## src/source/ipd_defs.svh

```systemverilog
/*
 * Inter-packet delay shared definitions
 * Queue count, stream and register widths, register map indices
 */

`ifndef IPD_DEFS_SVH
`define IPD_DEFS_SVH

// Queue count and stream widths
`define IPD_NUM_QUEUES 4
`define IPD_DATA_W     64
`define IPD_TUSER_W    64

// Lowest bit of the per-packet delay field in tuser
`define IPD_TS_POS     32

// Register word and address widths
`define IPD_REG_W      32
`define IPD_REG_ADDR_W 4

// Register index within a queue, address = queue * 4 + index
`define IPD_REG_SW_RST  2'd0
`define IPD_REG_EN      2'd1
`define IPD_REG_USE_REG 2'd2
`define IPD_REG_DELAY   2'd3

`endif

```

## src/source/ipd_pkg.sv

```systemverilog
/*
 * Inter-packet delay types
 * Register word seen either as a single control flag or as a cycle count
 */

`include "ipd_defs.svh"

package ipd_pkg;

  // Control view, only the flag bit is stored
  typedef struct packed {
    logic [`IPD_REG_W-2:0] rsvd;
    logic                  flag;
  } reg_ctrl_t;

  // One register word, decoded by register index
  typedef union packed {
    reg_ctrl_t             ctrl;
    logic [`IPD_REG_W-1:0] cycles;
  } reg_word_u;

endpackage

```

## src/source/ipd_reg_bank.sv

```systemverilog
/*
 * Inter-packet delay register bank
 * Per-queue soft reset, enable, delay source and delay value registers
 * with a single-cycle write strobe and combinational readback
 */

`include "ipd_defs.svh"

module ipd_reg_bank (
  input  logic                       axis_aclk,
  input  logic                       rst_n,

  input  logic                       reg_wr_en,
  input  logic [`IPD_REG_ADDR_W-1:0] reg_wr_addr,
  input  ipd_pkg::reg_word_u         reg_wr_data,
  input  logic [`IPD_REG_ADDR_W-1:0] reg_rd_addr,
  output ipd_pkg::reg_word_u         reg_rd_data,

  output logic                       sw_rst        [`IPD_NUM_QUEUES],
  output logic                       ipd_en        [`IPD_NUM_QUEUES],
  output logic                       use_reg_val   [`IPD_NUM_QUEUES],
  output logic [`IPD_REG_W-1:0]      delay_reg_val [`IPD_NUM_QUEUES]
);

  import ipd_pkg::*;

  // Upper address bits select the queue, lowest two the register
  localparam int QW = `IPD_REG_ADDR_W - 2;

  logic [QW-1:0] wr_q;
  logic [1:0]    wr_idx;
  logic [QW-1:0] rd_q;
  logic [1:0]    rd_idx;
  reg_word_u     rd_word;

  assign wr_q   = reg_wr_addr[`IPD_REG_ADDR_W-1:2];
  assign wr_idx = reg_wr_addr[1:0];
  assign rd_q   = reg_rd_addr[`IPD_REG_ADDR_W-1:2];
  assign rd_idx = reg_rd_addr[1:0];

  // Register write
  always_ff @(posedge axis_aclk) begin
    if (!rst_n) begin
      for (int q = 0; q < `IPD_NUM_QUEUES; q++) begin
        sw_rst[q]        <= 1'b0;
        ipd_en[q]        <= 1'b0;
        use_reg_val[q]   <= 1'b0;
        delay_reg_val[q] <= '0;
      end
    end else if (reg_wr_en) begin
      case (wr_idx)
        `IPD_REG_SW_RST:  sw_rst[wr_q]        <= reg_wr_data.ctrl.flag;
        `IPD_REG_EN:      ipd_en[wr_q]        <= reg_wr_data.ctrl.flag;
        `IPD_REG_USE_REG: use_reg_val[wr_q]   <= reg_wr_data.ctrl.flag;
        default:          delay_reg_val[wr_q] <= reg_wr_data.cycles;
      endcase
    end
  end

  // Readback, reserved control bits return zero
  always_comb begin
    rd_word = '0;
    case (rd_idx)
      `IPD_REG_SW_RST:  rd_word.ctrl.flag = sw_rst[rd_q];
      `IPD_REG_EN:      rd_word.ctrl.flag = ipd_en[rd_q];
      `IPD_REG_USE_REG: rd_word.ctrl.flag = use_reg_val[rd_q];
      default:          rd_word.cycles    = delay_reg_val[rd_q];
    endcase
  end

  assign reg_rd_data = rd_word;

endmodule

```

## src/source/inter_packet_delay.sv

```systemverilog
/*
 * Inter-packet delay engine for one stream
 * Holds the first beat of each packet until the programmed gap has passed
 */

`include "ipd_defs.svh"

module inter_packet_delay #(
  parameter int DATA_W  = `IPD_DATA_W,
  parameter int TUSER_W = `IPD_TUSER_W
) (
  input  logic                  axis_aclk,
  input  logic                  rst_n,

  // Input stream
  input  logic [DATA_W-1:0]     s_axis_tdata,
  input  logic [TUSER_W-1:0]    s_axis_tuser,
  input  logic                  s_axis_tvalid,
  output logic                  s_axis_tready,
  input  logic                  s_axis_tlast,

  // Output stream
  output logic [DATA_W-1:0]     m_axis_tdata,
  output logic [TUSER_W-1:0]    m_axis_tuser,
  output logic                  m_axis_tvalid,
  input  logic                  m_axis_tready,
  output logic                  m_axis_tlast,

  // Control from the register bank
  input  logic                  sw_rst,
  input  logic                  ipd_en,
  input  logic                  use_reg_val,
  input  logic [`IPD_REG_W-1:0] delay_reg_val
);

  // Next beat on the stream opens a packet
  logic                  first_beat;
  // Last beat has gone out, gap not yet loaded
  logic                  pending;
  // Remaining closed cycles after the load cycle
  logic [`IPD_REG_W-1:0] gap_cnt;

  logic [`IPD_REG_W-1:0] gap_sel;
  logic                  gap_load;
  logic                  gate_closed;
  logic                  xfer;

  // Delay source, register or timestamp field of the waiting beat
  assign gap_sel = use_reg_val ? delay_reg_val
                               : s_axis_tuser[`IPD_TS_POS +: `IPD_REG_W];

  // Gap is loaded once the next first beat is presented
  assign gap_load = pending && s_axis_tvalid && first_beat;

  // Only first beats are held, the load cycle itself counts as closed
  always_comb begin
    gate_closed = 1'b0;
    if (ipd_en && !sw_rst && first_beat) begin
      if (gap_cnt != '0) begin
        gate_closed = 1'b1;
      end else if (pending && gap_sel != '0) begin
        gate_closed = 1'b1;
      end
    end
  end

  // Payload passes straight through
  assign m_axis_tdata  = s_axis_tdata;
  assign m_axis_tuser  = s_axis_tuser;
  assign m_axis_tlast  = s_axis_tlast;

  // Handshake gate
  assign m_axis_tvalid = s_axis_tvalid && !gate_closed;
  assign s_axis_tready = m_axis_tready && !gate_closed;

  assign xfer = m_axis_tvalid && m_axis_tready;

  // Packet boundary tracking
  always_ff @(posedge axis_aclk) begin
    if (!rst_n || sw_rst) begin
      first_beat <= 1'b1;
    end else if (xfer) begin
      first_beat <= s_axis_tlast;
    end
  end

  // Pending flag and gap counter
  always_ff @(posedge axis_aclk) begin
    if (!rst_n || sw_rst) begin
      pending <= 1'b0;
      gap_cnt <= '0;
    end else begin
      if (gap_load && gap_cnt == '0) begin
        pending <= 1'b0;
        // Load cycle is the first closed cycle
        gap_cnt <= (gap_sel == '0) ? '0 : gap_sel - 1'b1;
      end else if (gap_cnt != '0) begin
        gap_cnt <= gap_cnt - 1'b1;
      end

      // A packet end arms the next gap, overriding a same-cycle load
      if (xfer && s_axis_tlast && ipd_en) begin
        pending <= 1'b1;
      end
    end
  end

endmodule

```

## src/source/ipd_top.sv

```systemverilog
/*
 * Four-queue inter-packet delay top level
 * One register bank feeding a delay engine per queue
 */

`include "ipd_defs.svh"

module ipd_top (
  input  logic                       axis_aclk,
  input  logic                       rst_n,

  // Register port
  input  logic                       reg_wr_en,
  input  logic [`IPD_REG_ADDR_W-1:0] reg_wr_addr,
  input  ipd_pkg::reg_word_u         reg_wr_data,
  input  logic [`IPD_REG_ADDR_W-1:0] reg_rd_addr,
  output ipd_pkg::reg_word_u         reg_rd_data,

  // Input streams
  input  logic [`IPD_DATA_W-1:0]     s_axis_tdata  [`IPD_NUM_QUEUES],
  input  logic [`IPD_TUSER_W-1:0]    s_axis_tuser  [`IPD_NUM_QUEUES],
  input  logic                       s_axis_tvalid [`IPD_NUM_QUEUES],
  output logic                       s_axis_tready [`IPD_NUM_QUEUES],
  input  logic                       s_axis_tlast  [`IPD_NUM_QUEUES],

  // Output streams
  output logic [`IPD_DATA_W-1:0]     m_axis_tdata  [`IPD_NUM_QUEUES],
  output logic [`IPD_TUSER_W-1:0]    m_axis_tuser  [`IPD_NUM_QUEUES],
  output logic                       m_axis_tvalid [`IPD_NUM_QUEUES],
  input  logic                       m_axis_tready [`IPD_NUM_QUEUES],
  output logic                       m_axis_tlast  [`IPD_NUM_QUEUES]
);

  // Per-queue control
  logic                  sw_rst        [`IPD_NUM_QUEUES];
  logic                  ipd_en        [`IPD_NUM_QUEUES];
  logic                  use_reg_val   [`IPD_NUM_QUEUES];
  logic [`IPD_REG_W-1:0] delay_reg_val [`IPD_NUM_QUEUES];

  ipd_reg_bank reg_bank_i (
    .axis_aclk     (axis_aclk),
    .rst_n         (rst_n),
    .reg_wr_en     (reg_wr_en),
    .reg_wr_addr   (reg_wr_addr),
    .reg_wr_data   (reg_wr_data),
    .reg_rd_addr   (reg_rd_addr),
    .reg_rd_data   (reg_rd_data),
    .sw_rst        (sw_rst),
    .ipd_en        (ipd_en),
    .use_reg_val   (use_reg_val),
    .delay_reg_val (delay_reg_val)
  );

  // One delay engine per queue
  for (genvar q = 0; q < `IPD_NUM_QUEUES; q++) begin : g_queue
    inter_packet_delay #(
      .DATA_W  (`IPD_DATA_W),
      .TUSER_W (`IPD_TUSER_W)
    ) ipd_i (
      .axis_aclk     (axis_aclk),
      .rst_n         (rst_n),
      .s_axis_tdata  (s_axis_tdata[q]),
      .s_axis_tuser  (s_axis_tuser[q]),
      .s_axis_tvalid (s_axis_tvalid[q]),
      .s_axis_tready (s_axis_tready[q]),
      .s_axis_tlast  (s_axis_tlast[q]),
      .m_axis_tdata  (m_axis_tdata[q]),
      .m_axis_tuser  (m_axis_tuser[q]),
      .m_axis_tvalid (m_axis_tvalid[q]),
      .m_axis_tready (m_axis_tready[q]),
      .m_axis_tlast  (m_axis_tlast[q]),
      .sw_rst        (sw_rst[q]),
      .ipd_en        (ipd_en[q]),
      .use_reg_val   (use_reg_val[q]),
      .delay_reg_val (delay_reg_val[q])
    );
  end

endmodule

```

## config.mk

```make
export PLATFORM = sky130hd
export DESIGN_NAME = ipd_top
export DESIGN_NICKNAME = d
export VERILOG_FILES = /design/src/source/ipd_pkg.sv /design/src/source/ipd_reg_bank.sv /design/src/source/inter_packet_delay.sv /design/src/source/ipd_top.sv
export VERILOG_INCLUDE_DIRS = /design/src /design/src/source
export SDC_FILE = /design/constraint.sdc
export NUM_CORES = 1
export LEC_CHECK = 0
export BUFFER_PORTS_ARGS = -buffer_cell sky130_fd_sc_hd__buf_2
export CAP_MARGIN = 20
export CORE_AREA = 2 2 442 444
export CTS_CLUSTER_DIAMETER = 200
export CTS_CLUSTER_SIZE = 12
export DETAILED_ROUTE_END_ITERATION = 16
export DIE_AREA = 0 0 444 446
export GPL_TIMING_DRIVEN = 0
export PLACE_DENSITY = 0.36
export SYNTH_ARGS = -nofsm -noshare
export SYNTH_HDL_FRONTEND = slang
export SYNTH_SLANG_ARGS = --single-unit
```

## constraint.sdc

```tcl
create_clock -name axis_aclk -period 4.06 [get_ports axis_aclk]
set_input_delay 0.406 -clock axis_aclk [delete_from_list [all_inputs] [get_ports axis_aclk]]
set_output_delay 0.406 -clock axis_aclk [all_outputs]
set_load 0.02 [all_outputs]
```

==> results.txt <==
After synthesis the netlist holds a flip-flop and latch count of 276. The post-layout instance area is 30800 um^2. Synthesis produced roughly 2900 cells. The share of async-settable or async-resettable flops after synthesis came out at 0%.

The number of filler cells placed in the layout is 22024. The number of distinct standard cells referenced by the synthesized netlist is 76. The post-synthesis cell type with the largest combined area is dfxtp_1. The worst slack after detailed placement is -2.04 ns. The core box area came out at 194000 um^2. The average wire length per cell after detail routing is between 20 and 25 um. After layout, the minimum clock period comes to 3.92 ns. The die span in y came out at roughly 450 um.

The maximum number of pins on one net before global-route repair is 13. The final weighted congestion of routability-driven global placement is approximately 0.88. The synthesized netlist net count came out at between 3000 and 4000. The insertion delay to the later sink of the worst-skew pair is 0.59 ns.

The transition time of the tightest slew-check pin is 1.02 ns. The placed cell area came out at ~30000 um^2. The highest clock frequency the design can meet came out at 255 MHz. The number of global-route vias before repair is 21843. The detailed-route DRC error count is 0. The net total in the final layout came out at 4242. TritonCTS built the clock tree. The required time reported for the critical path endpoint is 3.65 ns. The hold violation count in the final report came out at 0.

The power density over the cells is 381 nW/um^2. The number of ports placed on the die boundary is 1123. The first-pass GRT wire length came out at ~190000 um. The overall fraction of global-route tracks in use came out at between 10 and 15%. The number of standard cells in the final layout excluding fillers is 6218. Including well taps, the total number of placed cells is 6163. The total of buffers placed on input and output ports is 735.

The CTS root buffer is clkbuf_16. The worst setup path category is reg -> out. The maximum clock skew at final layout came out at 0.0263 ns. The worst pin sits at a relative slew slack of 32.2%. The initial antenna violation count was 90.

The clock transition at the registers of the reported paths came out at 0.08 ns. The static leakage power came out at 12.5 nW. Across the run, the number of max-cap violations was 0.

The worst setup margin came out at ~0.14 ns. The top flip-flop cell by instance count after synthesis is dfxtp_1. STA classifies the critical path endpoint as a primary output.

After synthesis, the largest area contributor takes up between 20% and 30% of total cell area. The total setup violations reported at the end of the flow came out at 0. STA classifies the critical path startpoint as a flip-flop.

The number of iterations in the first detailed-routing pass is 5. The total number of yosys warnings came out at 0. The netlist area before placement is 22600 um^2. The sequential element share of the synthesized area came out at 24.5%. Counting every sink on the clock net gives 276. In the final layout, the share of cells above drive strength 1 is between 30 and 40%. Summing all flip-flop and latch instances after layout gives 5540 um^2. The max-slew violation count is 0.

The area of the die is 198000 um^2. The initial cell density of the core came out at 11.7%. The maximum count of clock buffers along a single path is 3.

The DRC violation total after the first TritonRoute iteration came out at 1418. The maximum level of the CTS H-tree is 1. The final layout contains routed wiring with a total length of 143000 um.

At the worst endpoint, the arrival time is approximately 3.5 ns. The hold buffer count at CTS is 0. Compared with the post-synthesis result, the final layout area differs by 36.5%. The total clock buffers created by CTS came out at 26. The post-detailed-placement half-perimeter wirelength came out at between 100000 and 150000 um.

The maximum fanout count along the critical path is 10. The worst voltage drop across the vdd grid is ~320 uV. The floorplan die width came out at 444 um. The run finished with clean final reports.

The total negative setup slack is 0 ns. The worst hold path class is in -> reg. After layout, the worst path uses 96.7% of the clock period. The remaining antenna violation count is 0. The average instance in the mapped netlist occupies slightly below 8 um^2. The number of enable-type register cells in the synthesized netlist is 0. The initialized floorplan defines around 160 standard-cell rows. In the routed layout, each cell is associated on average with a via count of 3.76.

The residual overflow from global routing is 0. Yosys attributes the largest share of cell area to dfxtp_1 (24%), buf_4 (17%), nand2_1 (6.9%), mux2i_1 (5.3%), a21boi_0 (4.7%). The via count of the routed design came out at 23396.

The total area of multi-input combinational cells is approximately 13000 um^2.
-- per-stage QoR --
stage	utilization [%]	hold WS [ns]	power, mW
final	15.9	0.117	11.7
after global routing	15.9	0.114	12.5
after CTS	15.8	0.0876	11.8
after detailed placement	15.2	0.487	9.28
after global placement	15.2	0.480	9.30
after floorplan	-	0.450	7.61
-- cell usage after synthesis, drive strengths merged (22+ instances only) --
library cell	n
buf	548
nand2	414
dfxtp	276
nor2	187
a21boi	142
nor3	130
mux2i	120
xor2	119
xnor2	106
clkbuf	102
o21ai	87
a21oi	85
nand3	53
nor4	49
and3	41
mux4	36
nor3b	34
or3	31
o22ai	27
nor2b	25
or4	23
inv	22
-- report_power, final --
group          internal (mW)  switching [mW]  leakage (nW)
Clock                   1.16            1.21         0.333
Sequential              3.18           0.483          2.24
Combinational           2.31            3.39          9.88
Total                   6.65            5.09          12.5
-- critical path, stage by stage (launching register included) --
cell and delay, ns:
dfxtp_4 0.38, buf_8 0.14, buf_8 0.15, clkbuf_16 0.18, clkbuf_16 0.19, clkbuf_16 0.19, mux2i_4 0.24, ha_2 0.21
o211ai_1 0.11, nor4_2 0.25, nand2_1 0.18, a21boi_2 0.24, nor2_2 0.08, nor2b_1 0.13, buf_4 0.11, buf_2 0.14
-- layout by cell type (no fill, tap or decap), drive strengths merged, types with 36 or more instances in the layout --
master and n:
nor4 49, xnor2 106, mux2i 120, nand2 414, and3 41, mux4 36
nor2 187, nand3 53, dfxtp 276, nor3 130, o21ai 87, a21boi 142
buf 1299, a21oi 85, xor2 119, clkbuf 125
-- what timing repair did --
| item | 4_1_cts | 5_1_grt |
|---|---|---|
| setup buffers | 5 | 8 |
| endpoints found under the setup margin | 147 | 13 |
| gates resized for setup | 109 | 27 |
| gates cloned | 0 | 0 |
| pin swaps | 5 | 6 |
-- logic make-up (layout without fill, tap and decap cells) --
| group | after synthesis | count (layout) | share of synthesized area (%) |
|---|---|---|---|
| and+or+nand+nor | 1099 | 1099 | 23.9 |
| buffers and inverters | 673 | 1447 | 20.0 |
| AOI/OAI and AO/OA | 429 | 429 | 12.5 |
| DFF | 276 | 276 | 24.5 |
| xor gates and xnor gates | 225 | 225 | 8.73 |
| muxes | 166 | 166 | 9.42 |
| adders and majority gates | 16 | 16 | 0.887 |
| other | 0 | 18 | 0 |
-- registers in the layout, indices dropped and copies added (netlist names) --
| name | count |
|---|---|
| g_queue.ipd_i.first_beat | 4 |
| reg_bank_i.use_reg_val | 4 |
| g_queue.ipd_i.gap_cnt | 128 |
| reg_bank_i.ipd_en | 4 |
| reg_bank_i.delay_reg_val | 128 |
| reg_bank_i.sw_rst | 4 |
| g_queue.ipd_i.pending | 4 |
-- path summary, 6_finish.rpt --
check | slack (ns) | depth (start not counted) | startpoint | to
setup / recovery | 0.14 | 15 | reg_bank_i.use_reg_val[1] | s_axis_tready[1]
hold / removal | 0.12 | 2 | s_axis_tlast[1] | g_queue[2].ipd_i.first_beat
setup reg to reg | 0.32 | 16 | reg_bank_i.use_reg_val[3] | g_queue[0].ipd_i.gap_cnt[26]
hold reg to reg | 0.50 | 2 | g_queue[0].ipd_i.first_beat | g_queue[0].ipd_i.first_beat
-- metal layers --
| metal | part of all wire, % | up-vias | GRT usage (%) | wire length (um) |
|---|---|---|---|---|
| li1 | - | 11023 | - | - |
| met1 | 40 | 11175 | 16.4 | 57500 |
| met2 | 50 | 991 | 24.3 | 71900 |
| met3 | 6.3 | 181 | 2.35 | 8950 |
| met4 | 3.0 | 26 | 4.13 | 4330 |
| met5 | 0.11 | - | 0 | 158 |
-- final cells by class --
type                            instances  share of cell area [%]
Antenna cell                           18                   0.146
Sequential cell                       276                    18.0
Tap cell                             2542                    10.3
Inverter                               23                   0.280
Multi-Input combinational cell       1935                    41.5
Clock buffer                           27                    2.19
Buffer                                646                    15.2
Timing Repair Buffer                  751                    12.4
Power figures use the tool's default switching activity.
